File: config.mk
export PLATFORM = sky130hd
export DESIGN_NAME = comma_align
export DESIGN_NICKNAME = d
export VERILOG_FILES = /design/src/verilog/rx_pkg.sv /design/src/verilog/comma_align.sv
export VERILOG_INCLUDE_DIRS = /design/src /design/src/verilog
export SDC_FILE = /design/constraint.sdc
export NUM_CORES = 1
export LEC_CHECK = 0
export BUFFER_PORTS_ARGS = -buffer_cell sky130_fd_sc_hd__buf_4
export CORE_UTILIZATION = 45
export DETAILED_ROUTE_END_ITERATION = 6
export MAX_ROUTING_LAYER = met4
export PLACE_DENSITY = 0.74
export SETUP_SLACK_MARGIN = 0.02
export SYNTH_ARGS = -nofsm -noshare
export SYNTH_HDL_FRONTEND = slang
export SYNTH_SLANG_ARGS = --single-unit
export TNS_END_PERCENT = 50
File: constraint.sdc
create_clock -name WCLK -period 1.4 [get_ports WCLK]
set_clock_uncertainty 0.2 [all_clocks]
set_input_delay 0.28 -clock WCLK [delete_from_list [all_inputs] [get_ports WCLK]]
set_output_delay 0.28 -clock WCLK [all_outputs]
set_load 0.03 [all_outputs]
File: src/verilog/rx_macros.svh
// constants shared by the receiver RTL
// comma prefixes are bits abcdeif with the first received bit in the msb
// register offsets assume 32-bit aligned accesses
`ifndef RX_MACROS_SVH
`define RX_MACROS_SVH

`define RX_FIFO_DEPTH   16
`define RX_COMMA_NEG    7'b0011111  // K28.5 sent with rd-
`define RX_COMMA_POS    7'b1100000  // K28.5 sent with rd+
`define RX_ADDR_DATA    4'h0
`define RX_ADDR_STATUS  4'h4
`define RX_ADDR_COUNT   4'h8
`define RX_ADDR_CTRL    4'hC
`define RX_AXIL_AW      4

`endif

File: src/verilog/rx_pkg.sv
// types passed along the receive chain and to the register slave
// all structs are packed, msb first as declared
package rx_pkg;

    // aligned symbol, code[9] is bit a, code[0] is bit j
    typedef struct packed {
        logic       valid;
        logic [9:0] code;
    } rx_sym_t;

    // decoded symbol
    typedef struct packed {
        logic       valid;
        logic       k;      // control symbol
        logic       err;    // code or disparity error
        logic [7:0] data;   // HGFEDCBA
    } rx_byte_t;

    // first received byte in b0
    typedef struct packed {
        logic [7:0] b0;
        logic [7:0] b1;
        logic [7:0] b2;
    } rx_word_t;

    typedef struct packed {
        logic [7:0] dec_err_cnt;
        logic [7:0] lost_cnt;
        logic       locked;
        logic       empty;
        logic       full;
        logic [4:0] count;
    } rx_stat_t;

endpackage

File: src/verilog/comma_align.sv
// serial to symbol aligner, one bit per WCLK
// alignment is taken from K28.5 only, other commas are not searched for
// lock never drops once set, only reset clears it
`timescale 1ns/1ns
`include "rx_macros.svh"

module comma_align (
    input  logic            WCLK,
    input  logic            RESET_WCLK,
    input  logic            rx_bit,
    output rx_pkg::rx_sym_t sym,
    output logic            locked
);

    logic [9:0] win;        // oldest bit in win[9]
    logic [3:0] bit_cnt;    // bits since last boundary
    logic       comma_hit;
    logic       boundary;
    logic       emit;

    // comma sits in the upper 7 bits once a full symbol is in the window
    assign comma_hit = (win[9:3] == `RX_COMMA_NEG) || (win[9:3] == `RX_COMMA_POS);
    assign boundary  = locked && (bit_cnt == 4'd9);
    // a comma off the boundary re-aligns, on the boundary it is a normal symbol
    assign emit      = boundary || comma_hit;

    always_ff @(posedge WCLK) begin
        win <= {win[8:0], rx_bit};
    end

    always_ff @(posedge WCLK) begin
        if (emit) begin
            sym.code <= win;
        end
        if (RESET_WCLK) begin
            sym.valid <= 1'b0;
            locked    <= 1'b0;
            bit_cnt   <= 4'd0;
        end else begin
            sym.valid <= emit;
            if (comma_hit) begin
                locked <= 1'b1;
            end
            if (emit) begin
                bit_cnt <= 4'd0;
            end else begin
                bit_cnt <= bit_cnt + 4'd1;   // free running until lock
            end
        end
    end

    // symbols are at least 10 bits apart, a back to back pair means a false comma
    a_sym_spacing: assert property (
        @(posedge WCLK) disable iff (RESET_WCLK)
        sym.valid |=> !sym.valid
    );

endmodule

# ---- Yosys cells after proc, flatten, opt, wreduce, memory -nomap -nowiden
# Index checks and enable logic that the tools add are counted.
# W data, S select, Z words.
dict set report totals {
  word_cells 13
  output_inout_bits 12
  inputBits 3
  register_bits 26
}
dict set report op_classes {
  n_eq_ne 3
  addsub 1
  n_reduce_logical 4
}
# cell count
set op_table {}
lappend op_table {{$eq A7 B5 Y1 const B} 1}
lappend op_table {{$eq A7 B7 Y1 const B} 1}
lappend op_table {{$add A4 B1 Y4 const B} 1}
lappend op_table {{$eq A4 B4 Y1 const B} 1}
lappend op_table {{$logic_or A1 B1 Y1} 2}
lappend op_table {{$reduce_or A2 Y1} 1}
lappend op_table {{$logic_and A1 B1 Y1} 1}

# ---- Logic depth before layout (Yosys ltp)
dict set report depth {
  word_depth 4
  depth_mapped 5
  mapped_depth_nobuf 5
}

# ---- Worst setup path before layout
# OpenSTA, ideal clock, no wires.
dict set report synth_path {
  path_kind {register -> register}
  startpoint {register win[9]}
  endpoint {register sym[0] in the netlist's numbering, enable pin}
  path_buffers 0
  setup_ns 0.349
  required_ns 0.851
  arrival_ns 1.007
  period_less_slack_ns 1.556
  path_stages_with_launch 4
  path_slack_ns -0.156
  path_cell_list {dfxtp_1 and4bb_1 nand4_1 nand3_1}
}
dict set report synth_between {
  elab_chain_len 3
  word_cells_on_any_way 4
  classes_between {2 x eq/ne; 2 x reduce/logical}
}
# element line_no
set synth_rtl {}
lappend synth_rtl {{start: declaration} comma_align.sv:15} ;# logic [9:0] win;
lappend synth_rtl {{start signal: assignment} comma_align.sv:28} ;# win <= {win[8:0], rx_bit};
lappend synth_rtl {{$eq A7 B5 Y1 (no line) or $eq A7 B7 Y1 (tied branches)} -}
lappend synth_rtl {{$logic_or A1 B1 Y1 *} comma_align.sv:22} ;# assign comma_hit = (win[9:3] == `RX_COMMA_NEG) || (win[9:3] == `RX_COMMA_POS);
lappend synth_rtl {{$logic_or A1 B1 Y1 *} comma_align.sv:25} ;# assign emit = boundary || comma_hit;
lappend synth_rtl {{named net emit} comma_align.sv:19} ;# logic emit;
lappend synth_rtl {{end: declaration} comma_align.sv:11} ;# output rx_pkg::rx_sym_t sym,
# Mark *: on every way through the listed nets, which the timed path passes. The rest lies on a longest branch.
# A chain may end at the register's enable or synchronous reset.

# ---- Final worst setup path
dict set report layout_path {
  startpoint {register win[5]}
  endpoint {register sym[4] in the netlist's numbering, enable pin}
}
dict set report layout_between {
  elab_chain_len 3
  word_cells_on_any_way 4
  classes_between {2 x eq/ne; 2 x reduce/logical}
}
# element line_no
set layout_rtl {}
lappend layout_rtl {{$eq A7 B5 Y1 (no line) or $eq A7 B7 Y1 (tied branches)} -}
lappend layout_rtl {{$logic_or A1 B1 Y1 *} comma_align.sv:22}
lappend layout_rtl {{$logic_or A1 B1 Y1 *} comma_align.sv:25}
# Mark *: on every way between the ends. The rest lies on a longest branch, timed or not.

==> summary.md <==
| Metric | Value |
|---|---|
| DR WL/cell | `14.83 um` |
| Largest net degree at the start of global routing | `16` |
| Area leader, netlist | `dfxtp_1` |
| DIE AREA | `around 2000 um2` |
| Htree depth | `1` |
| Nets | `85` |
| Number of global-route vias before repair | `440` |
| Mapped cell area | `807.0 um2` |
| Die Ht | `around 44 um` |
| Via density | `4.913` |
| Reg clk slew, reported paths | `roughly 0.14 ns` |
| Clock Latency Late Sink | `0.32 ns` |
| Startpoint Class | `flop` |
| Antenna diode count | `0` |
| Initial core utilization | `50.63%` |
| Growth of design area from synthesis to finish | `48.84%` |
| Mapped Nets | `54` |
| RSZ-0062 raised after global routing | `yes` |
| Netlist cell types | `19` |
| Highest Clock Rate | `652.4 MHz` |
| Final min period | `1.533 ns` |
| Row cnt | `14` |
| Most frequent cells in the layout | `12 x buf_4, 11 x buf_6, 10 x dfxtp_1, 10 x edfxtp_1, 6 x dfxtp_2` |
| Total GRT Usage | `14.90%` |
| Slew headroom | `between 80% and 90%` |
| Share of cells above drive strength 1 | `55.70%` |
| CP Launch Point | `win[5]` |
| Port-buffer cells | `14` |
| Post-route ant nets | `0` |
| Status | `complete, but fails checks` |
| R2R Setup Slk | `-0.13 ns` |
| TritonRoute pass-1 iters | `2` |
| CTS tree | `yes` |
| PD cells | `1179 nW/um2` |
| Fin crit share | `109.5%` |
| Final setup fails | `13` |
| Hold wc startpoint | `win[1]` |
| Setup CP Type | `flop to flop` |
| Global-route wire length before repair | `1.890 mm` |
| Final Hold Violating Endpoints | `0` |
| Clk sinks | `26` |
| Top-level port count | `15` |
| Setup crit end kind | `flop` |
| Overflow left after global routing | `0` |
| Cells after synthesis | `49` |
| R2R Path Start | `win[5]` |
| Setup ws final | `-0.1327 ns` |
| Worst Path Arrival | `1.38 ns` |
| Total DRC errors in the routed layout | `0` |
| Pins over their slew limit | `0` |
| Worst hold path class | `flop to flop` |
| Post-synthesis register bit count | `26` |
| R2r endpoint | `sym[4]` |
| Critical Path RT | `1.25 ns` |
| 1st-iter DRT viols | `2` |
| Most common cell after layout, fill and taps aside | `buf_4` |
| Routed WL | `~1.5 mm` |
| Reg2reg path depth | `4` |
| RePlAce Congestion | `0.7063` |
| Fin util | `between 70 and 80%` |
| Seq/Total Area, Yosys | `76.90%` |
| Crit Path Max Fanout | `5` |
| Leakage power | `0.0004835 uW` |
| Hpwl dp | `833.6 um` |
| Total of max-cap violations | `0` |
| Pre-CTS setup slack | `-0.09553 ns` |
| Synth top area cells | `dfxtp_1 40%, edfxtp_1 37%, ha_1 3.1%, nor4_2 3.1%, nor4bb_2 2.0%` |
| Max VDD drop | `0.7028 mV` |
| Syn Area/Cell | `16.47 um2` |
| Violated checks | `setup timing` |
| Worst hold path depth | `0` |
| Core Area | `~1600 um2` |
| Worst Hold End | `win[2]` |
| Synth warn | `0` |
| Synth top area share | `39.69%` |
| CTS root buf | `clkbuf_4` |
| Number of antenna violations at the first check in global routing | `0` |
| CTS max path bufs | `2` |
| Slew @ Worst Pin | `about 0.27 ns` |
| Die width | `44.35 um` |
| Num CTS Buffers | `3` |
| Final Hold Slack | `0.1604 ns` |
| Via count | `506` |
==> sequential cells by signal, summed over array words and instances (netlist names) <==
| signal | flops |
|---|---|
| locked | 1 |
| sym | 11 |
| win | 10 |
| bit_cnt | 4 |
==> through the flow <==
stage,total power (uW),instances,area [um2],setup TNS (ns)
after floorplan,872.3,49,822.0,-0.02448
after global placement,902.5,94,1010,-0.4541
after detailed placement,905.5,94,1010,-1.005
after CTS,1412,100,1109,-1.080
after global routing,1459,103,1201,-2.104
final,1416,103,1201,-1.446
==> power breakdown <==
part / total, uW / internal (uW) / switching, uW / leakage, uW
sequential: 834 / 813 / 20.9 / 0.000224
combinational: 75.9 / 44.1 / 31.7 / 0.000231
clock: 506 / 289 / 217 / 0.0000279
==> critical path, stage by stage (launching register included) <==
cell and delay (ns):
dfxtp_2 0.41, and4bb_1 0.28, nand4_1 0.12, buf_6 0.16, nand3_4 0.11
==> kinds of logic after synthesis <==
| logic type | after synthesis | synth area share [%] |
|---|---|---|
| flip-flops | 26 | 76.90 |
| AND/OR/NAND/NOR | 15 | 15.35 |
| adder cells (fa/ha/maj) | 2 | 3.100 |
| XOR/XNOR | 2 | 2.171 |
| AO/OA/AOI/OAI | 2 | 1.550 |
| buffers and inverters | 2 | 0.9306 |
==> worst max-delay path by stage <==
stage	cells after the start	slack [ns]	to
2_1_floorplan	3	-0.002	sym[0]
3_3_place_gp	3	-0.05	sym[0]
3_5_place_dp	3	-0.1	sym[8]
4_1_cts	3	-0.11	sym[8]
5_1_grt	4	-0.18	sym[3]
6_report	4	-0.13	sym[4]
==> cells in the mapped netlist <==
master    number
a31oi_1        2
and2_1         1
and4_4         1
and4bb_1       1
dfxtp_1       16
edfxtp_1      10
ha_1           2
inv_1          2
nand2_1        1
nand2b_1       1
nand3_1        2
nand4_1        1
nand4b_1       1
nor3_1         1
nor4_1         2
nor4_2         2
nor4bb_2       1
xnor2_1        1
xor2_1         1
==> cell type report <==
cell class              instances  area (um2)
fillers                        96       392.9
clock buffers                   3       22.52
flip-flops and latches         26       628.1
multi-input cells              22       249.0
clock inverters                 1       30.03
well taps                      24       30.03
inverters                       2       7.507
repair buffers                 25       234.0
==> routing by layer <==
metal	share of wire, %	track usage [%]	wire length, um	vias to the layer above
li1	-	-	-	248
met1	47	17.52	720	242
met5	0	-	0	-
met3	3.9	3.673	59	2
met2	48	22.94	729	14
met4	1.2	9.091	19	0
==> what timing repair did <==
| action | CTS | global route |
|---|---|---|
| endpoints found under the hold margin | 3 | 0 |
| setup buffers | 0 | 2 |
| cloned | 0 | 1 |
| pin swaps | 3 | 2 |
| endpoints found under the setup margin | 17 | 25 |
| gates resized for setup | 7 | 15 |
| hold buffers | 2 | 0 |
Note: power is estimated with default switching activity, not from simulation.
