`src/verilog/rx_macros.svh`:
```
// constants shared by the receiver RTL
// comma prefixes are bits abcdeif with the first received bit in the msb
// register offsets assume 32-bit aligned accesses
`ifndef RX_MACROS_SVH
`define RX_MACROS_SVH

`define RX_FIFO_DEPTH   16
`define RX_COMMA_NEG    7'b0011111  // K28.5 sent with rd-
`define RX_COMMA_POS    7'b1100000  // K28.5 sent with rd+
`define RX_ADDR_DATA    4'h0
`define RX_ADDR_STATUS  4'h4
`define RX_ADDR_COUNT   4'h8
`define RX_ADDR_CTRL    4'hC
`define RX_AXIL_AW      4

`endif

```
`src/verilog/rx_pkg.sv`:
```
// types passed along the receive chain and to the register slave
// all structs are packed, msb first as declared
package rx_pkg;

    // aligned symbol, code[9] is bit a, code[0] is bit j
    typedef struct packed {
        logic       valid;
        logic [9:0] code;
    } rx_sym_t;

    // decoded symbol
    typedef struct packed {
        logic       valid;
        logic       k;      // control symbol
        logic       err;    // code or disparity error
        logic [7:0] data;   // HGFEDCBA
    } rx_byte_t;

    // first received byte in b0
    typedef struct packed {
        logic [7:0] b0;
        logic [7:0] b1;
        logic [7:0] b2;
    } rx_word_t;

    typedef struct packed {
        logic [7:0] dec_err_cnt;
        logic [7:0] lost_cnt;
        logic       locked;
        logic       empty;
        logic       full;
        logic [4:0] count;
    } rx_stat_t;

endpackage

```
`src/verilog/word_packer.sv`:
```
// packs three data bytes into one word, a K or bad symbol restarts packing
// both counters saturate at 255 and are zeroed by clear
`timescale 1ns/1ns

module word_packer (
    input  logic             WCLK,
    input  logic             RESET_WCLK,
    input  rx_pkg::rx_byte_t dec,
    input  logic             fifo_full,
    input  logic             clear,
    output logic             push,
    output rx_pkg::rx_word_t word,
    output logic [7:0]       dec_err_cnt,
    output logic [7:0]       lost_cnt
);

    logic [1:0] idx;        // next byte slot
    logic       data_byte;

    assign data_byte = dec.valid && !dec.err && !dec.k;

    always_ff @(posedge WCLK) begin
        if (data_byte) begin
            case (idx)
                2'd0:    word.b0 <= dec.data;
                2'd1:    word.b1 <= dec.data;
                default: word.b2 <= dec.data;
            endcase
        end
    end

    always_ff @(posedge WCLK) begin
        if (RESET_WCLK) begin
            idx         <= 2'd0;
            push        <= 1'b0;
            dec_err_cnt <= 8'd0;
            lost_cnt    <= 8'd0;
        end else begin
            push <= data_byte && (idx == 2'd2);
            if (dec.valid) begin
                if (!data_byte || idx == 2'd2) begin
                    idx <= 2'd0;    // partial word dropped on K or error
                end else begin
                    idx <= idx + 2'd1;
                end
            end
            if (clear) begin
                dec_err_cnt <= 8'd0;
            end else if (dec.valid && dec.err && dec_err_cnt != 8'hff) begin
                dec_err_cnt <= dec_err_cnt + 8'd1;
            end
            if (clear) begin
                lost_cnt <= 8'd0;
            end else if (push && fifo_full && lost_cnt != 8'hff) begin
                lost_cnt <= lost_cnt + 8'd1;   // fifo drops this one
            end
        end
    end

    a_idx_range: assert property (
        @(posedge WCLK) disable iff (RESET_WCLK)
        idx <= 2'd2
    );

endmodule
```
`config.mk`:
```
export PLATFORM = sky130hd
export DESIGN_NAME = word_packer
export DESIGN_NICKNAME = d
export VERILOG_FILES = /design/src/verilog/rx_macros.svh /design/src/verilog/rx_pkg.sv /design/src/verilog/word_packer.sv
export SDC_FILE = /design/constraint.sdc
export NUM_CORES = 1
export LEC_CHECK = 0
export BUFFER_PORTS_ARGS = -buffer_cell sky130_fd_sc_hd__buf_2
export CORE_UTILIZATION = 44
export DETAILED_ROUTE_END_ITERATION = 8
export GPL_TIMING_DRIVEN = 0
export PLACE_DENSITY = 0.73
export SKIP_LAST_GASP = 1
export SLEW_MARGIN = 0
export SYNTH_ARGS = -nofsm -noshare
export SYNTH_HDL_FRONTEND = slang
export SYNTH_SLANG_ARGS = --single-unit
export TNS_END_PERCENT = 100
```
`constraint.sdc`:
```
create_clock -name WCLK -period 1.6 [get_ports WCLK]
set_input_delay 0 -clock WCLK [delete_from_list [all_inputs] [get_ports WCLK]]
set_output_delay 0 -clock WCLK [all_outputs]
set_load 0.01 [all_outputs]
```
* Word level (Yosys, flattened, before mapping)
Cells that the tools add are included.
** Operators by class
- $lt $le $gt $ge :: 0
- Multiply operators :: 0
- Shift operators :: 0
- Bitwise gates (word level) :: 1
- Divide/modulo/power cells :: 0
- Equal/unequal tests :: 4
- Reduce and logical (&&, ||, !) cells :: 17
- Multiplexer cells :: 1
- Add/sub/neg operators :: 3
** Operators by type and width (count)
- 8-bit by 1-bit adder with 8-bit output (second input constant) :: 2
- 8-bit != test (second input constant) :: 2
- 1-bit logical AND :: 7
- 2-bit AND reduction :: 3
- 2-bit OR reduction :: 2
- 1-bit zero test :: 3
- 2-bit by 1-bit adder with 2-bit output (second input constant) :: 1
- 2-bit by 1-bit equality test with 1-bit output (second input constant) :: 1
- 2-bit equality test (second input constant) :: 1
- 2-bit zero test :: 1
- 2-bit two-way mux :: 1
- 1-bit logical OR :: 1
- 1-bit inverter :: 1
** Word-level totals
- Register bits :: 43
- Bits in read-only memories :: 0
- Input bits :: 15
- Bits in latches :: 0
- Logic and storage cells :: 33
- Memories kept :: 0
- Memory bits (writable) :: 0

* Logic depth before layout (Yosys ltp)
- Word-level depth :: 6
- Mapped depth :: 5

* Least setup slack after synthesis
No wires, ideal clock.
- Path kind :: register to register
- From :: register idx[0]
- To :: register word[0] (netlist bit), enable pin
- Cell stages (with the launch flop) :: 4
- Data arrival time :: 1237 ps
- Buffers on the path :: 0
- Setup time :: 383 ps
- Slack :: -21 ps
- Path through :: dfxtp_1 -> inv_1 -> ha_1 -> nor3_1
** On the way
- Longest elaborated chain between the ends :: 4
- Elaborated cells on any way between the ends :: 5
- Classes of those cells :: 1 x eq/ne; 1 x bitwise; 3 x reduce/logical
** RTL lines
- start, declared :: line word_packer.sv:17 : logic [1:0] idx;
- start signal, assigned :: line word_packer.sv:44 : idx <= idx + 2'd1;
- start signal, assigned :: line word_packer.sv:62 : idx <= 2'd2
- 2-bit by 1-bit equality test with 1-bit output / 2-bit zero test (equally long branches) :: line word_packer.sv:24 : case (idx)
- 2-bit OR reduction (no line) *
- 1-bit inverter (no line) *
- 2-bit AND reduction (no line) *
- end, declared :: line word_packer.sv:12 : output rx_pkg::rx_word_t word,
Every way passes the cells marked *; elsewhere a longest branch is shown, timed or not.
A chain may end at the register's enable or synchronous reset.

* Worst setup path after layout
- From :: register lost_cnt[0]
- To :: register lost_cnt[2]
** On the way
- Longest elaborated chain between the ends :: 2
- Elaborated cells on any way between the ends :: 3
- Classes of those cells :: 1 x add/sub; 1 x eq/ne; 1 x reduce/logical
** RTL lines
- start, declared :: line word_packer.sv:14 : output logic [7:0] lost_cnt
- start signal, assigned :: line word_packer.sv:55 : lost_cnt <= lost_cnt + 8'd1;
- branches (longest 2 deep; another with 8-bit by 1-bit adder with 8-bit output)
Several ways; the timed one is not identified.

==> impl_metrics.toml <==
[global_routing]
grt_use_total_pct = 17.7
grt_pass1_vias = 1219
grt_max_degree = 14
grt-ovfl-total = 0
grt_pass1_wl_mm = 5.40
antenna_found_initial = 0

[synth]
netlist_area_sq_um = 1660
ys_ff_latch = 43
synthesis.nets = 159
seq_area_frac_synth_pct = 66.2
yosysUniqueCellTypes = 28
ys_warn_count = 0
avgSynthCellArea_sq_um = 12.0
dominantRegCellSynth = "edfxtp_1"
async_flop_share_pct = 0
postSynthCellCount = 139
synth_edf_count = 24

[routing]
first_iter_violations = 41
routed_wl_mm = 3.24
wl_per_cell_um = 12.6
num_vias = 1327
dr.pass1.iters = 4
drc_errors = 0
via_per_inst = 5.16
ant_nets = 0

[cells_and_area]
nets = 230
final_layout_size_suffix_gt1_share_pct = 32.2
register_area_sq_um = 1100
final_cells = 257
multi_input_area_sq_um = 554
syn_to_final_growth_pct = 31.7
insertedDiodeCount = 0
fillerInstances = 309

[clocking]
cts_made_buffers = 5
cts.htree.levels = 2
cts_buffer_depth = 2
cts_sinks = 43
cts-root-buf = "clkbuf_8"
cts_tree = "built"
clkSlewWorstSetupHoldPaths_ns = 0.08
insertion_delay_ns = 0.28

[placement]
place_congestion = 0.838
placedCellCount = 240
dp_hpwl_mm = 2.31
port_buffers = 55

[worst_setup_path]
worstPathArrival_ns = 1.63
cp_max_fo = 5
reg2reg_from = "lost_cnt[0]$_SDFFE_PP0P_"
timing.critical_path.from = "lost_cnt[0]$_SDFFE_PP0P_"
critical_path_class = "flop to flop"
reg2reg_to = "lost_cnt[2]$_SDFFE_PP0P_"
reg2reg_slack_ns = 0.14
critPathLaunchType = "flop"
cp-end-kind = "flop"
crit_end = "lost_cnt[2]$_SDFFE_PP0P_"
reg2regPathDepth = 5
worstPathRequired_ns = 1.77

[sta]
hold_viol_final = 0
min_period_ns = 1.46
skew_ns = 0.00592
timing.final.crit_share_pct = 91.2
finalSetupViolations = 0
rsz0062_at_grt = "false"
finalMaxSlewViolations = 0
clock.fmax_ghz = 0.685
slew-limit-headroom_pct = 66.5
fin_setup_tns_ns = 0
tightest_slew_ns = 0.502

[power]
ir_drop_mv = 0.550
leakage_nw = 0.869
pwr_density_cell_nw_per_um2 = 868

[flow_run]
cap_violations = 0

[floorplan]
ios = 56
coreArea_sq_um = 3470
dieArea_sq_um = 4030
die_w_um = 63.5
start_util_pct = 48.0
die_h_um = 63.5
fp-row-count = 21

[status]
status = "completed"

[min_path]
hold_start = "clear"
hold_class = "primary input to flop"
cell usage in the layout, fill, tap and decap left out, types with 2 or more instances in the layout:
cell type / n
dlygate4sd3_1: 9
and4_1: 5
nor2_2: 2
nand2_1: 11
clkinv_2: 2
nor2_1: 15
o211ai_1: 2
dfxtp_1: 19
nor3_1: 5
buf_2: 55
o21ai_0: 6
edfxtp_1: 24
a21oi_1: 3
nand3_1: 6
inv_1: 7
clkbuf_8: 5
a31oi_1: 4
mux2i_1: 3
ha_1: 5
xor2_1: 2
a211oi_1: 2
nand4_1: 5
how the worst min path moves through the flow:
| stage | end | slack [ns] | depth (start not counted) |
|---|---|---|---|
| floorplan | idx[0]$_SDFFE_PP0P_ | 0.07 | 1 |
| global placement | word[23]$_DFFE_PP_ | 0.20 | 1 |
| detailed placement | word[20]$_DFFE_PP_ | 0.20 | 1 |
| CTS | dec_err_cnt[2]$_SDFFE_PP0P_ | 0.006 | 3 |
| global route | dec_err_cnt[2]$_SDFFE_PP0P_ | 0.02 | 3 |
| finish | dec_err_cnt[2]$_SDFFE_PP0P_ | 0.01 | 3 |
routing by layer:
layer	wire length (um)	vias up	GRT usage (%)
li1	-	654	-
met4	19	0	5.97
met1	1440	613	20.7
met2	1560	58	30.5
met5	0	-	0
met3	224	2	5.25
final cells by class:
cell class | count | share of cell area (%)
clock buffer | 5 | 3.14
multi-input combinational | 88 | 25.3
inverter | 7 | 1.20
buffer | 1 | 0.171
timing repair buffer | 64 | 16.7
tap | 46 | 2.63
sequential | 43 | 50.2
clock inverter | 3 | 0.685
report_power, final:
group / total, mW / internal (mW) / switching [mW] / leakage, nW
sequential: 1.18 / 1.18 / 0.00359 / 0.370
clock: 0.635 / 0.297 / 0.338 / 0.0438
combinational: 0.0888 / 0.0414 / 0.0474 / 0.454
total: 1.90 / 1.51 / 0.389 / 0.869
registers in the layout, summed over array words and instances (netlist names):
| signal | count |
|---|---|
| word | 24 |
| dec_err_cnt | 8 |
| lost_cnt | 8 |
| idx | 2 |
| push | 1 |
cell families after synthesis:
logic type               count (synthesis)  synth area share (%)
buffers and inverters                    8                  1.80
multiplexers                             3                  1.80
AO/OA/AOI/OAI                           21                  7.97
AND/OR/NAND/NOR                         56                  16.9
adder cells (fa/ha/maj)                  5                  3.76
XOR/XNOR                                 3                  1.58
flip-flops                              43                  66.2
critical path: stages, from the launching register on:
cell and delay (ns):
dfxtp_1 0.35, ha_1 0.26, and4_1 0.25, a21o_1 0.22, o211ai_1 0.17, o41ai_1 0.09
through the flow:
step	util [%]	hold WS [ns]	setup slack (ns)	power (mW)	cell area [sq um]
finish	63.2	0.0142	0.140	1.90	2190
global route	63.2	0.0192	0.00119	1.99	2190
CTS	62.9	0.00616	-0.0539	1.93	2180
detailed placement	57.7	0.204	-0.0253	1.27	2000
global placement	57.7	0.203	0.0310	1.27	2000
floorplan	-	0.0724	0.210	1.23	1670
cell usage after synthesis, drive strengths merged (2+ instances only):
| cell type | count | area (sq um) |
|---|---|---|
| nand4 | 5 | 31.3 |
| nand2 | 11 | 41.3 |
| dfxtp | 19 | 380 |
| o21ai | 6 | 30.0 |
| and4 | 5 | 43.8 |
| ha | 5 | 62.6 |
| nand3 | 6 | 30.0 |
| mux2i | 3 | 30.0 |
| a211oi | 3 | 22.5 |
| inv | 7 | 26.3 |
| xor2 | 2 | 17.5 |
| edfxtp | 24 | 721 |
| nor3 | 6 | 30.0 |
| a31oi | 4 | 25.0 |
| o211ai | 2 | 15.0 |
| a21oi | 3 | 15.0 |
| nor2 | 17 | 63.8 |
what timing repair did:
item	CTS	global route
setup endpoints to repair	24	9
endpoints found under the hold margin	27	0
hold buffers	9	0
buffers inserted	0	0
pin swaps	0	0
gates resized for setup	2	2
(Power assumes the default switching activity.)
