$ cat config.mk
export PLATFORM = sky130hd
export DESIGN_NAME = rx_axil_regs
export DESIGN_NICKNAME = d
export VERILOG_FILES = /design/src/verilog/rx_pkg.sv /design/src/verilog/rx_axil_regs.sv
export VERILOG_INCLUDE_DIRS = /design/src /design/src/verilog
export SDC_FILE = /design/constraint.sdc
export NUM_CORES = 1
export LEC_CHECK = 0
export BUFFER_PORTS_ARGS = -buffer_cell sky130_fd_sc_hd__buf_2
export CORE_MARGIN = 2
export CORE_UTILIZATION = 32
export CTS_BUF_LIST = sky130_fd_sc_hd__clkbuf_16
export CTS_CLUSTER_SIZE = 20
export DETAILED_ROUTE_END_ITERATION = 6
export PLACE_DENSITY = 0.77
export REMOVE_ABC_BUFFERS = 1
export SETUP_SLACK_MARGIN = 0.05
export SLEW_MARGIN = 20
export SYNTH_ARGS = -nofsm -noshare
export SYNTH_HDL_FRONTEND = slang
export SYNTH_SLANG_ARGS = --single-unit
$ cat constraint.sdc
create_clock -name WCLK -period 2 [get_ports WCLK]
set_clock_uncertainty 0.05 [all_clocks]
set_input_delay 0.2 -clock WCLK [delete_from_list [all_inputs] [get_ports WCLK]]
set_output_delay 0.2 -clock WCLK [all_outputs]
set_load 0.05 [all_outputs]
$ cat src/verilog/rx_macros.svh
// constants shared by the receiver RTL
// comma prefixes are bits abcdeif with the first received bit in the msb
// register offsets assume 32-bit aligned accesses
`ifndef RX_MACROS_SVH
`define RX_MACROS_SVH

`define RX_FIFO_DEPTH   16
`define RX_COMMA_NEG    7'b0011111  // K28.5 sent with rd-
`define RX_COMMA_POS    7'b1100000  // K28.5 sent with rd+
`define RX_ADDR_DATA    4'h0
`define RX_ADDR_STATUS  4'h4
`define RX_ADDR_COUNT   4'h8
`define RX_ADDR_CTRL    4'hC
`define RX_AXIL_AW      4

`endif

$ cat src/verilog/rx_pkg.sv
// types passed along the receive chain and to the register slave
// all structs are packed, msb first as declared
package rx_pkg;

    // aligned symbol, code[9] is bit a, code[0] is bit j
    typedef struct packed {
        logic       valid;
        logic [9:0] code;
    } rx_sym_t;

    // decoded symbol
    typedef struct packed {
        logic       valid;
        logic       k;      // control symbol
        logic       err;    // code or disparity error
        logic [7:0] data;   // HGFEDCBA
    } rx_byte_t;

    // first received byte in b0
    typedef struct packed {
        logic [7:0] b0;
        logic [7:0] b1;
        logic [7:0] b2;
    } rx_word_t;

    typedef struct packed {
        logic [7:0] dec_err_cnt;
        logic [7:0] lost_cnt;
        logic       locked;
        logic       empty;
        logic       full;
        logic [4:0] count;
    } rx_stat_t;

endpackage

$ cat src/verilog/rx_axil_regs.sv
// AXI4-Lite slave, one outstanding read and one outstanding write
// WSTRB is not supported, writes act on the full word
// unmapped addresses and writes other than CTRL answer SLVERR
`timescale 1ns/1ns
`include "rx_macros.svh"

module rx_axil_regs (
    input  logic                   WCLK,
    input  logic                   RESET_WCLK,
    input  logic [`RX_AXIL_AW-1:0] s_awaddr,
    input  logic                   s_awvalid,
    output logic                   s_awready,
    input  logic [31:0]            s_wdata,
    input  logic                   s_wvalid,
    output logic                   s_wready,
    output logic [1:0]             s_bresp,
    output logic                   s_bvalid,
    input  logic                   s_bready,
    input  logic [`RX_AXIL_AW-1:0] s_araddr,
    input  logic                   s_arvalid,
    output logic                   s_arready,
    output logic [31:0]            s_rdata,
    output logic [1:0]             s_rresp,
    output logic                   s_rvalid,
    input  logic                   s_rready,
    input  rx_pkg::rx_word_t       fifo_data,
    input  rx_pkg::rx_stat_t       stat,
    output logic                   pop,
    output logic                   clear
);

    localparam logic [1:0] RESP_OKAY   = 2'b00;
    localparam logic [1:0] RESP_SLVERR = 2'b10;

    logic        ar_hs;
    logic        w_hs;
    logic        w_ctrl;
    logic [31:0] rd_mux;
    logic        rd_err;

    assign s_arready = !s_rvalid;
    assign ar_hs     = s_arvalid && s_arready;
    assign pop       = ar_hs && (s_araddr == `RX_ADDR_DATA) && !stat.empty;

    // address and data are taken together
    assign s_awready = s_awvalid && s_wvalid && !s_bvalid;
    assign s_wready  = s_awready;
    assign w_hs      = s_awready;
    assign w_ctrl    = (s_awaddr == `RX_ADDR_CTRL);

    always_comb begin
        rd_mux = 32'd0;
        rd_err = 1'b0;
        case (s_araddr)
            `RX_ADDR_DATA:   rd_mux = stat.empty ? 32'd0 : {8'd0, fifo_data};
            `RX_ADDR_STATUS: rd_mux = {19'd0, stat.count, 5'd0, stat.locked, stat.full,
                                       stat.empty};
            `RX_ADDR_COUNT:  rd_mux = {16'd0, stat.lost_cnt, stat.dec_err_cnt};
            `RX_ADDR_CTRL:   rd_mux = 32'd0;   // write only, reads zero
            default:         rd_err = 1'b1;
        endcase
    end

    always_ff @(posedge WCLK) begin
        if (ar_hs) begin
            s_rdata <= rd_mux;
            s_rresp <= rd_err ? RESP_SLVERR : RESP_OKAY;
        end
        if (w_hs) begin
            s_bresp <= w_ctrl ? RESP_OKAY : RESP_SLVERR;
        end
    end

    always_ff @(posedge WCLK) begin
        if (RESET_WCLK) begin
            s_rvalid <= 1'b0;
            s_bvalid <= 1'b0;
            clear    <= 1'b0;
        end else begin
            if (ar_hs) begin
                s_rvalid <= 1'b1;
            end else if (s_rready) begin
                s_rvalid <= 1'b0;
            end
            if (w_hs) begin
                s_bvalid <= 1'b1;
            end else if (s_bready) begin
                s_bvalid <= 1'b0;
            end
            clear <= w_hs && w_ctrl && s_wdata[0];   // single cycle pulse
        end
    end

    // a stalled read must not change under the host, the popped word is gone
    a_rdata_hold: assert property (
        @(posedge WCLK) disable iff (RESET_WCLK)
        s_rvalid && !s_rready |=> s_rvalid && $stable(s_rdata)
    );

endmodule

# ---- After elaboration in Yosys (flattened, before gate mapping)
# Cells that the tools add are included.
dict set report classes {
  n_reduce_logical 14
  eq_ne 4
  n_addsub 0
  shift 0
  n_mul 0
  bitwise 0
  div_mod_pow 0
  muxes 8
  order_cmp 0
}
# cell count
set op_table {}
lappend op_table {{one-hot mux 24 bit (3 select lines)} 1}
lappend op_table {{two-way mux 24 bit} 1}
lappend op_table {{equality test 4 bit, second input constant} 3}
lappend op_table {{logical AND 1 bit} 7}
lappend op_table {{equality test 4 x 3 -> 1 bit, second input constant} 1}
lappend op_table {{zero test 4 bit} 1}
lappend op_table {{two-way mux 1 bit} 4}
lappend op_table {{two-way mux 2 bit} 2}
lappend op_table {{nonzero test 2 bit} 2}
lappend op_table {{OR reduction 4 bit} 1}
lappend op_table {{zero test 1 bit} 3}
dict set report word_totals {
  memories 0
  output_inout_bits 43
  word_cells 32
  register_bits 39
  latch_bits 0
  ram_bits 0
  mem_bits_ro 0
  in_bits 95
}

# ---- Logic depth before layout (Yosys ltp)
# Gate-level depths: netlist of the first run.
dict set report logic_depth {
  depth_word 4
  depth_mapped 4
  ltp_nobuf 3
}

# ---- Worst setup path before layout of the first run
# OpenSTA, ideal clock, no wires.
dict set report synth_timing {
  path_kind {register to output}
  start {reg s_rvalid}
  end {out pop}
  stages_incl_launch_ff 3
  arrival_ns 2.310
  required_ns 1.750
  path_slack_ns -0.560
  path_buffers 0
  path_cell_list {dfxtp_1 > nor2b_1 > and2_1}
}
dict set report synth_via {
  elab_chain_cells 4
}
# item line
set synth_lines {}
lappend synth_lines {{start, declared} rx_axil_regs.sv:24} ;# output logic s_rvalid,
lappend synth_lines {{start signal, assigned} rx_axil_regs.sv:76} ;# s_rvalid <= 1'b0;
lappend synth_lines {{start signal, assigned} rx_axil_regs.sv:81} ;# s_rvalid <= 1'b1;
lappend synth_lines {{start signal, assigned} rx_axil_regs.sv:83} ;# s_rvalid <= 1'b0;
lappend synth_lines {{zero test 1 bit} rx_axil_regs.sv:41} ;# assign s_arready = !s_rvalid;
lappend synth_lines {{logical AND 1 bit} rx_axil_regs.sv:42} ;# assign ar_hs = s_arvalid && s_arready;
lappend synth_lines {{via ar_hs} rx_axil_regs.sv:35} ;# logic ar_hs;
lappend synth_lines {{logical AND 1 bit (2 in a row)} rx_axil_regs.sv:43} ;# assign pop = ar_hs && (s_araddr == `RX_ADDR_DATA) && !stat.empty;
lappend synth_lines {{end, declared} rx_axil_regs.sv:28} ;# output logic pop,
# The timed path passes the listed nets, and every way through them passes these cells.

# ---- Worst setup path after layout of the first run
# Ends and elaborated chain as after synthesis.

==> results.cfg, run 1 <==
[status]
outcome = complete, no violations

[global_routing]
grt_usage = 0.132
grt_max_degree = 18
antenna_found_initial = 0
gr-total-overflow = 0
first_global_vias = 1056
grt_pass1_wl_mm = 4.40

[logic_synthesis]
synth_xor_area_frac = 0
synth_top_family_by_area = compound AO/OA/AOI/OAI gates
synth_edf_count = 26
synth-simple-area-share = 0.125
synth-seq-cells = 29
syn_avg_cell_area_sq_um = 14.5
ys_warn_count = 0
ys.flop_type = edfxtp_1
seq_area_frac_synth = 0.625
synth_cell_types = 22
synthAdderAreaFrac = 0
synth_compound_area_frac = 0.158
synth_area_sq_um = 1350
synth_mux_area_frac = 0
synthCells = 93
synthArstFlopShare = 0

[finish]
mostFrequentLayoutCells = buf_2, edfxtp_1, a22o_1
drive_above_1_share = 0.581
fin_area_sq_um = 2000
final_core_util = 0.496
final_common_cell = buf_2
final.fill_count = 392
stdcell_count = 248
nNetsFinal = 292
diodes = 0
syn2layout_area_growth_pct = 48.3

[clock_network]
clockBufferDepth = 2
cts_root_buf = clkbuf_16
clock_sinks = 29
path_clk_slew_ps = 50
holdBufCountCts = 0
cts_tree = done
cts-htree-levels = 2
cts_resized = 0
cts_setup_buffers = 0
clk_latency_ps = 260
cts_made_buffers = 5

[sta]
whs_ps = 61.8
finalCriticalPeriod_ps = 1550
report.final.setup_viol = 0
worst_slack_ps = 450
fin_crit_sh = 0.775
drv_slew = 0
timing_hold_violations_final = 0
fmax_ghz = 0.645
rsz0062_at_grt = false
fin_tns_setup_ps = 0

[die]
io_pins = 138
core_sq_um = 4030
die_area_sq_um = 4740
start_util = 0.334
dieHeight_um = 68.9
fp.dieW_um = 68.9
rows = 23

[power_and_ir_drop]
sw_frac_of_total = 0.275
pwr-share-clk = 0.392
peakVddDrop_mv = 0.627
pwr-share-seq = 0.414
combPwrFrac = 0.194
leakagePower_nw = 1.02
power_density_nw_per_um2 = 856
total_power_mw = 1.71
switchingPower_uw = 469
p_int_mw = 1.24

[place]
dp_hpwl_mm = 2.50
pre_cts_slack_ps = 525
routabilityCongestion = 0.645
port-buffer-count = 96
dp_cells = 240
place_area_sq_um = 1860

[drt]
drtIter0Drc = 13
top_layer = met4
wl_per_cell_um = 12.4
vias = 1131
drc = 0
ant_nets = 0
wl_met2_mm = 1.65
wl_mm = 3.07
wl_met1_mm = 1.09
viasPerCell = 4.56
routed-wl-met3_um = 310
first_pass_iters = 3

[flow_run]
drv_cap = 0

[worst_setup_path]
cp-end-kind = output port
arrival_ps = 1300
cp_max_fo = 10
worst-setup-path-type = flip-flop to output port
cp-start-kind = flip-flop
required_ps = 1750

[min_path]
min_path_type = input pin to flip-flop
[cell usage after synthesis (2+ instances only)]
library cell | instances | area, sq um
buf_6 | 2 | 22.5
inv_1 | 2 | 7.51
dfxtp_1 | 3 | 60.1
edfxtp_1 | 26 | 781
a21o_1 | 8 | 60.1
buf_4 | 12 | 90.1
nor2_1 | 2 | 7.51
a22o_1 | 16 | 140
and2_1 | 9 | 56.3
[cells by family (layout without fill, tap and decap cells)]
| family | Yosys count | count (layout) |
|---|---|---|
| flops | 29 | 29 |
| simple gates | 21 | 21 |
| buf+inv | 16 | 112 |
| other cells | 1 | 10 |
| compound gates | 26 | 26 |
[power by group through the flow]
| stage | Sequential, mW | Clock, mW | Combinational [mW] |
|---|---|---|---|
| floorplan | 0.839 | 0 | 0.0972 |
| global placement | 0.718 | 0 | 0.331 |
| detailed placement | 0.720 | 0 | 0.334 |
| CTS | 0.709 | 0.693 | 0.335 |
| global route | 0.711 | 0.720 | 0.351 |
| finish | 0.708 | 0.670 | 0.332 |
[critical path, cell delays in order, from the launching register on]
cell	delay, ps
dfxtp_1	340
nor2b_2	110
buf_4	180
and2_1	140
buf_2	270
[per-layer routing]
| metal | vias up | track usage |
|---|---|---|
| met1 | 519 | 0.127 |
| met2 | 69 | 0.251 |
| met5 | - | 0 |
| met4 | 0 | 0.0515 |
| met3 | 2 | 0.0487 |
| li1 | 541 | - |
[path summary, 6_finish.rpt]
kind | slack (ps) | depth (start not counted) | start | end
max | 450 | 4 | s_rvalid | pop
min | 60 | 2 | s_rready | s_rvalid
max reg2reg | 730 | 3 | s_rvalid | s_rdata[16]
min reg2reg | 440 | 2 | s_bvalid | s_bvalid
[flip-flops by register name (all words and copies together) (netlist names)]
signal    count
s_rresp       1
clear         1
s_rvalid      1
s_rdata      24
s_bresp       1
s_bvalid      1
[layout make-up]
type	count	area, sq um	area share
inverter	2	7.51	0.00376
timing repair buffer	102	526	0.263
tap	50	62.6	0.0313
multi-input combinational	57	422	0.211
clock inverter	3	13.8	0.00689
clock buffer	5	125	0.0627
sequential	29	841	0.421
No activity file was read; power rests on OpenSTA's default activity.
==> inputs of run 2 (changes only) <==
--- a/config.mk
+++ b/config.mk
@@ -8,11 +8,11 @@
 export LEC_CHECK = 0
 export BUFFER_PORTS_ARGS = -buffer_cell sky130_fd_sc_hd__buf_2
 export CORE_MARGIN = 2
-export CORE_UTILIZATION = 32
+export CORE_UTILIZATION = 35
 export CTS_BUF_LIST = sky130_fd_sc_hd__clkbuf_16
 export CTS_CLUSTER_SIZE = 20
 export DETAILED_ROUTE_END_ITERATION = 6
-export PLACE_DENSITY = 0.77
+export PLACE_DENSITY = 0.8
 export REMOVE_ABC_BUFFERS = 1
 export SETUP_SLACK_MARGIN = 0.05
 export SLEW_MARGIN = 20
==> constraint.sdc (replaced) <==
create_clock -name WCLK -period 1.45 [get_ports WCLK]
set_clock_uncertainty 0.05 [all_clocks]
set_input_delay 0.145 -clock WCLK [delete_from_list [all_inputs] [get_ports WCLK]]
set_output_delay 0.145 -clock WCLK [all_outputs]
set_load 0.05 [all_outputs]
==> results.cfg, run 2 (synthesis results as in run 1) <==
[status]
outcome = complete, no violations

[finish]
drive_above_1_share = 0.586
largest_reg_flops = 24
stdcell_count = 246
final_common_cell = buf_2
nNetsFinal = 292
diodes = 0
mostFrequentLayoutCells = buf_2, edfxtp_1, a22o_1
regMostFlops = s_rdata
syn2layout_area_growth_pct = 49.3
fin_area_sq_um = 2010

[place]
pre_cts_slack_ps = -69.6
place_area_sq_um = 1860
dp_cells = 238
routabilityCongestion = 0.633
port-buffer-count = 96

[drt]
first_pass_iters = 4
ant_nets = 0
vias = 1099
drtIter0Drc = 72
wl_mm = 3.04
wl_per_cell_um = 12.4
drc = 0
viasPerCell = 4.47

[power_and_ir_drop]
leakagePower_nw = 1.02
peakVddDrop_mv = 0.521
power_density_nw_per_um2 = 1180

[clock_network]
path_clk_slew_ps = 50
clock_sinks = 29
clockBufferDepth = 2
cts_root_buf = clkbuf_16
holdBufCountCts = 0
cts_setup_buffers = 0
cts_made_buffers = 5
clk_latency_ps = 270
cts_tree = done
cts-htree-levels = 2

[die]
fp.dieW_um = 66.0
core_sq_um = 3690
start_util = 0.365
io_pins = 138
dieHeight_um = 66.0
die_area_sq_um = 4360
rows = 22

[global_routing]
grt_pass1_wl_mm = 4.31
antenna_found_initial = 0
grt_max_degree = 19
first_global_vias = 952
grt_usage = 0.137
gr-total-overflow = 0

[sta]
rsz0062_at_grt = true
fmax_ghz = 0.736
tightest_slew_ps = 758
fin_tns_setup_ps = 0
timing_hold_violations_final = 0
worst_slack_ps = 90.6
relSlewSlack = 0.493
fin_crit_sh = 0.937
finalCriticalPeriod_ps = 1360
report.final.setup_viol = 0
drv_slew = 0

[worst_setup_path]
cp-start-kind = flip-flop
cp-end-kind = output port
path_cells = or2_2, inv_2, buf_6
cp_max_fo = 3
r2r-start = s_rvalid
required_ps = 1250
max_stage_delay_ps = 330
path_buf_inv = 2
reg2reg_depth = 2
arrival_ps = 1160
crit_path_top_delay_cell = or2_2
path_depth = 3
timing.critical_path.max_delay_family = simple AND/OR/NAND/NOR gates
worst-setup-path-type = flip-flop to output port
critPathLaunch = s_bvalid

[min_path]
whs_path_depth = 2
hold_start = s_rready
min_path_type = input pin to flip-flop

[flow_run]
drv_cap = 0
-- run 2: cell types whose count changed in the layout (fill, tap and decap cells not counted), sizes merged --
cell	delta
buf	-1
clkbuf	+1
-- run 2: worst paths after layout --
check	end	slack [ps]
max	s_wready	90
min	s_rvalid	10
max reg2reg	s_rdata[11]	310
min reg2reg	s_bvalid	440
-- run 2: report_power, final --
part	total (mW)	leakage (nW)	internal [mW]	switching, mW
clock network	0.940	0.0748	0.618	0.321
logic	0.463	0.664	0.133	0.330
registers	0.976	0.279	0.964	0.0128
total	2.38	1.02	1.72	0.663
-- run 2: layout make-up --
class	instances	area (sq um)
clock buffer	5	125
clock inverter	3	13.8
fill	309	1680
inverter	2	7.51
multi-input combinational	57	422
sequential	29	841
tap	48	60.1
timing repair buffer	102	541
-- run 2: timing repair --
item                                    4_1_cts  5_1_grt
resized for setup                             2        4
cloned                                        0        0
endpoints found under the setup margin        2        3
-- run 2: per-layer routing --
metal | wire (um) | global-route usage
met1 | 1210 | 0.148
met2 | 1470 | 0.232
met3 | 315 | 0.0392
met4 | 42 | 0.0918
met5 | 0 | 0
-- run 2: stage by stage --
step,utilization,hold slack [ps],power (mW)
6_report,0.545,12.2,2.38
5_1_grt,0.545,10.5,2.47
4_1_cts,0.542,6.88,2.40
3_5_place_dp,0.503,294,1.45
3_3_place_gp,0.503,278,1.45
2_1_floorplan,-,164,1.29
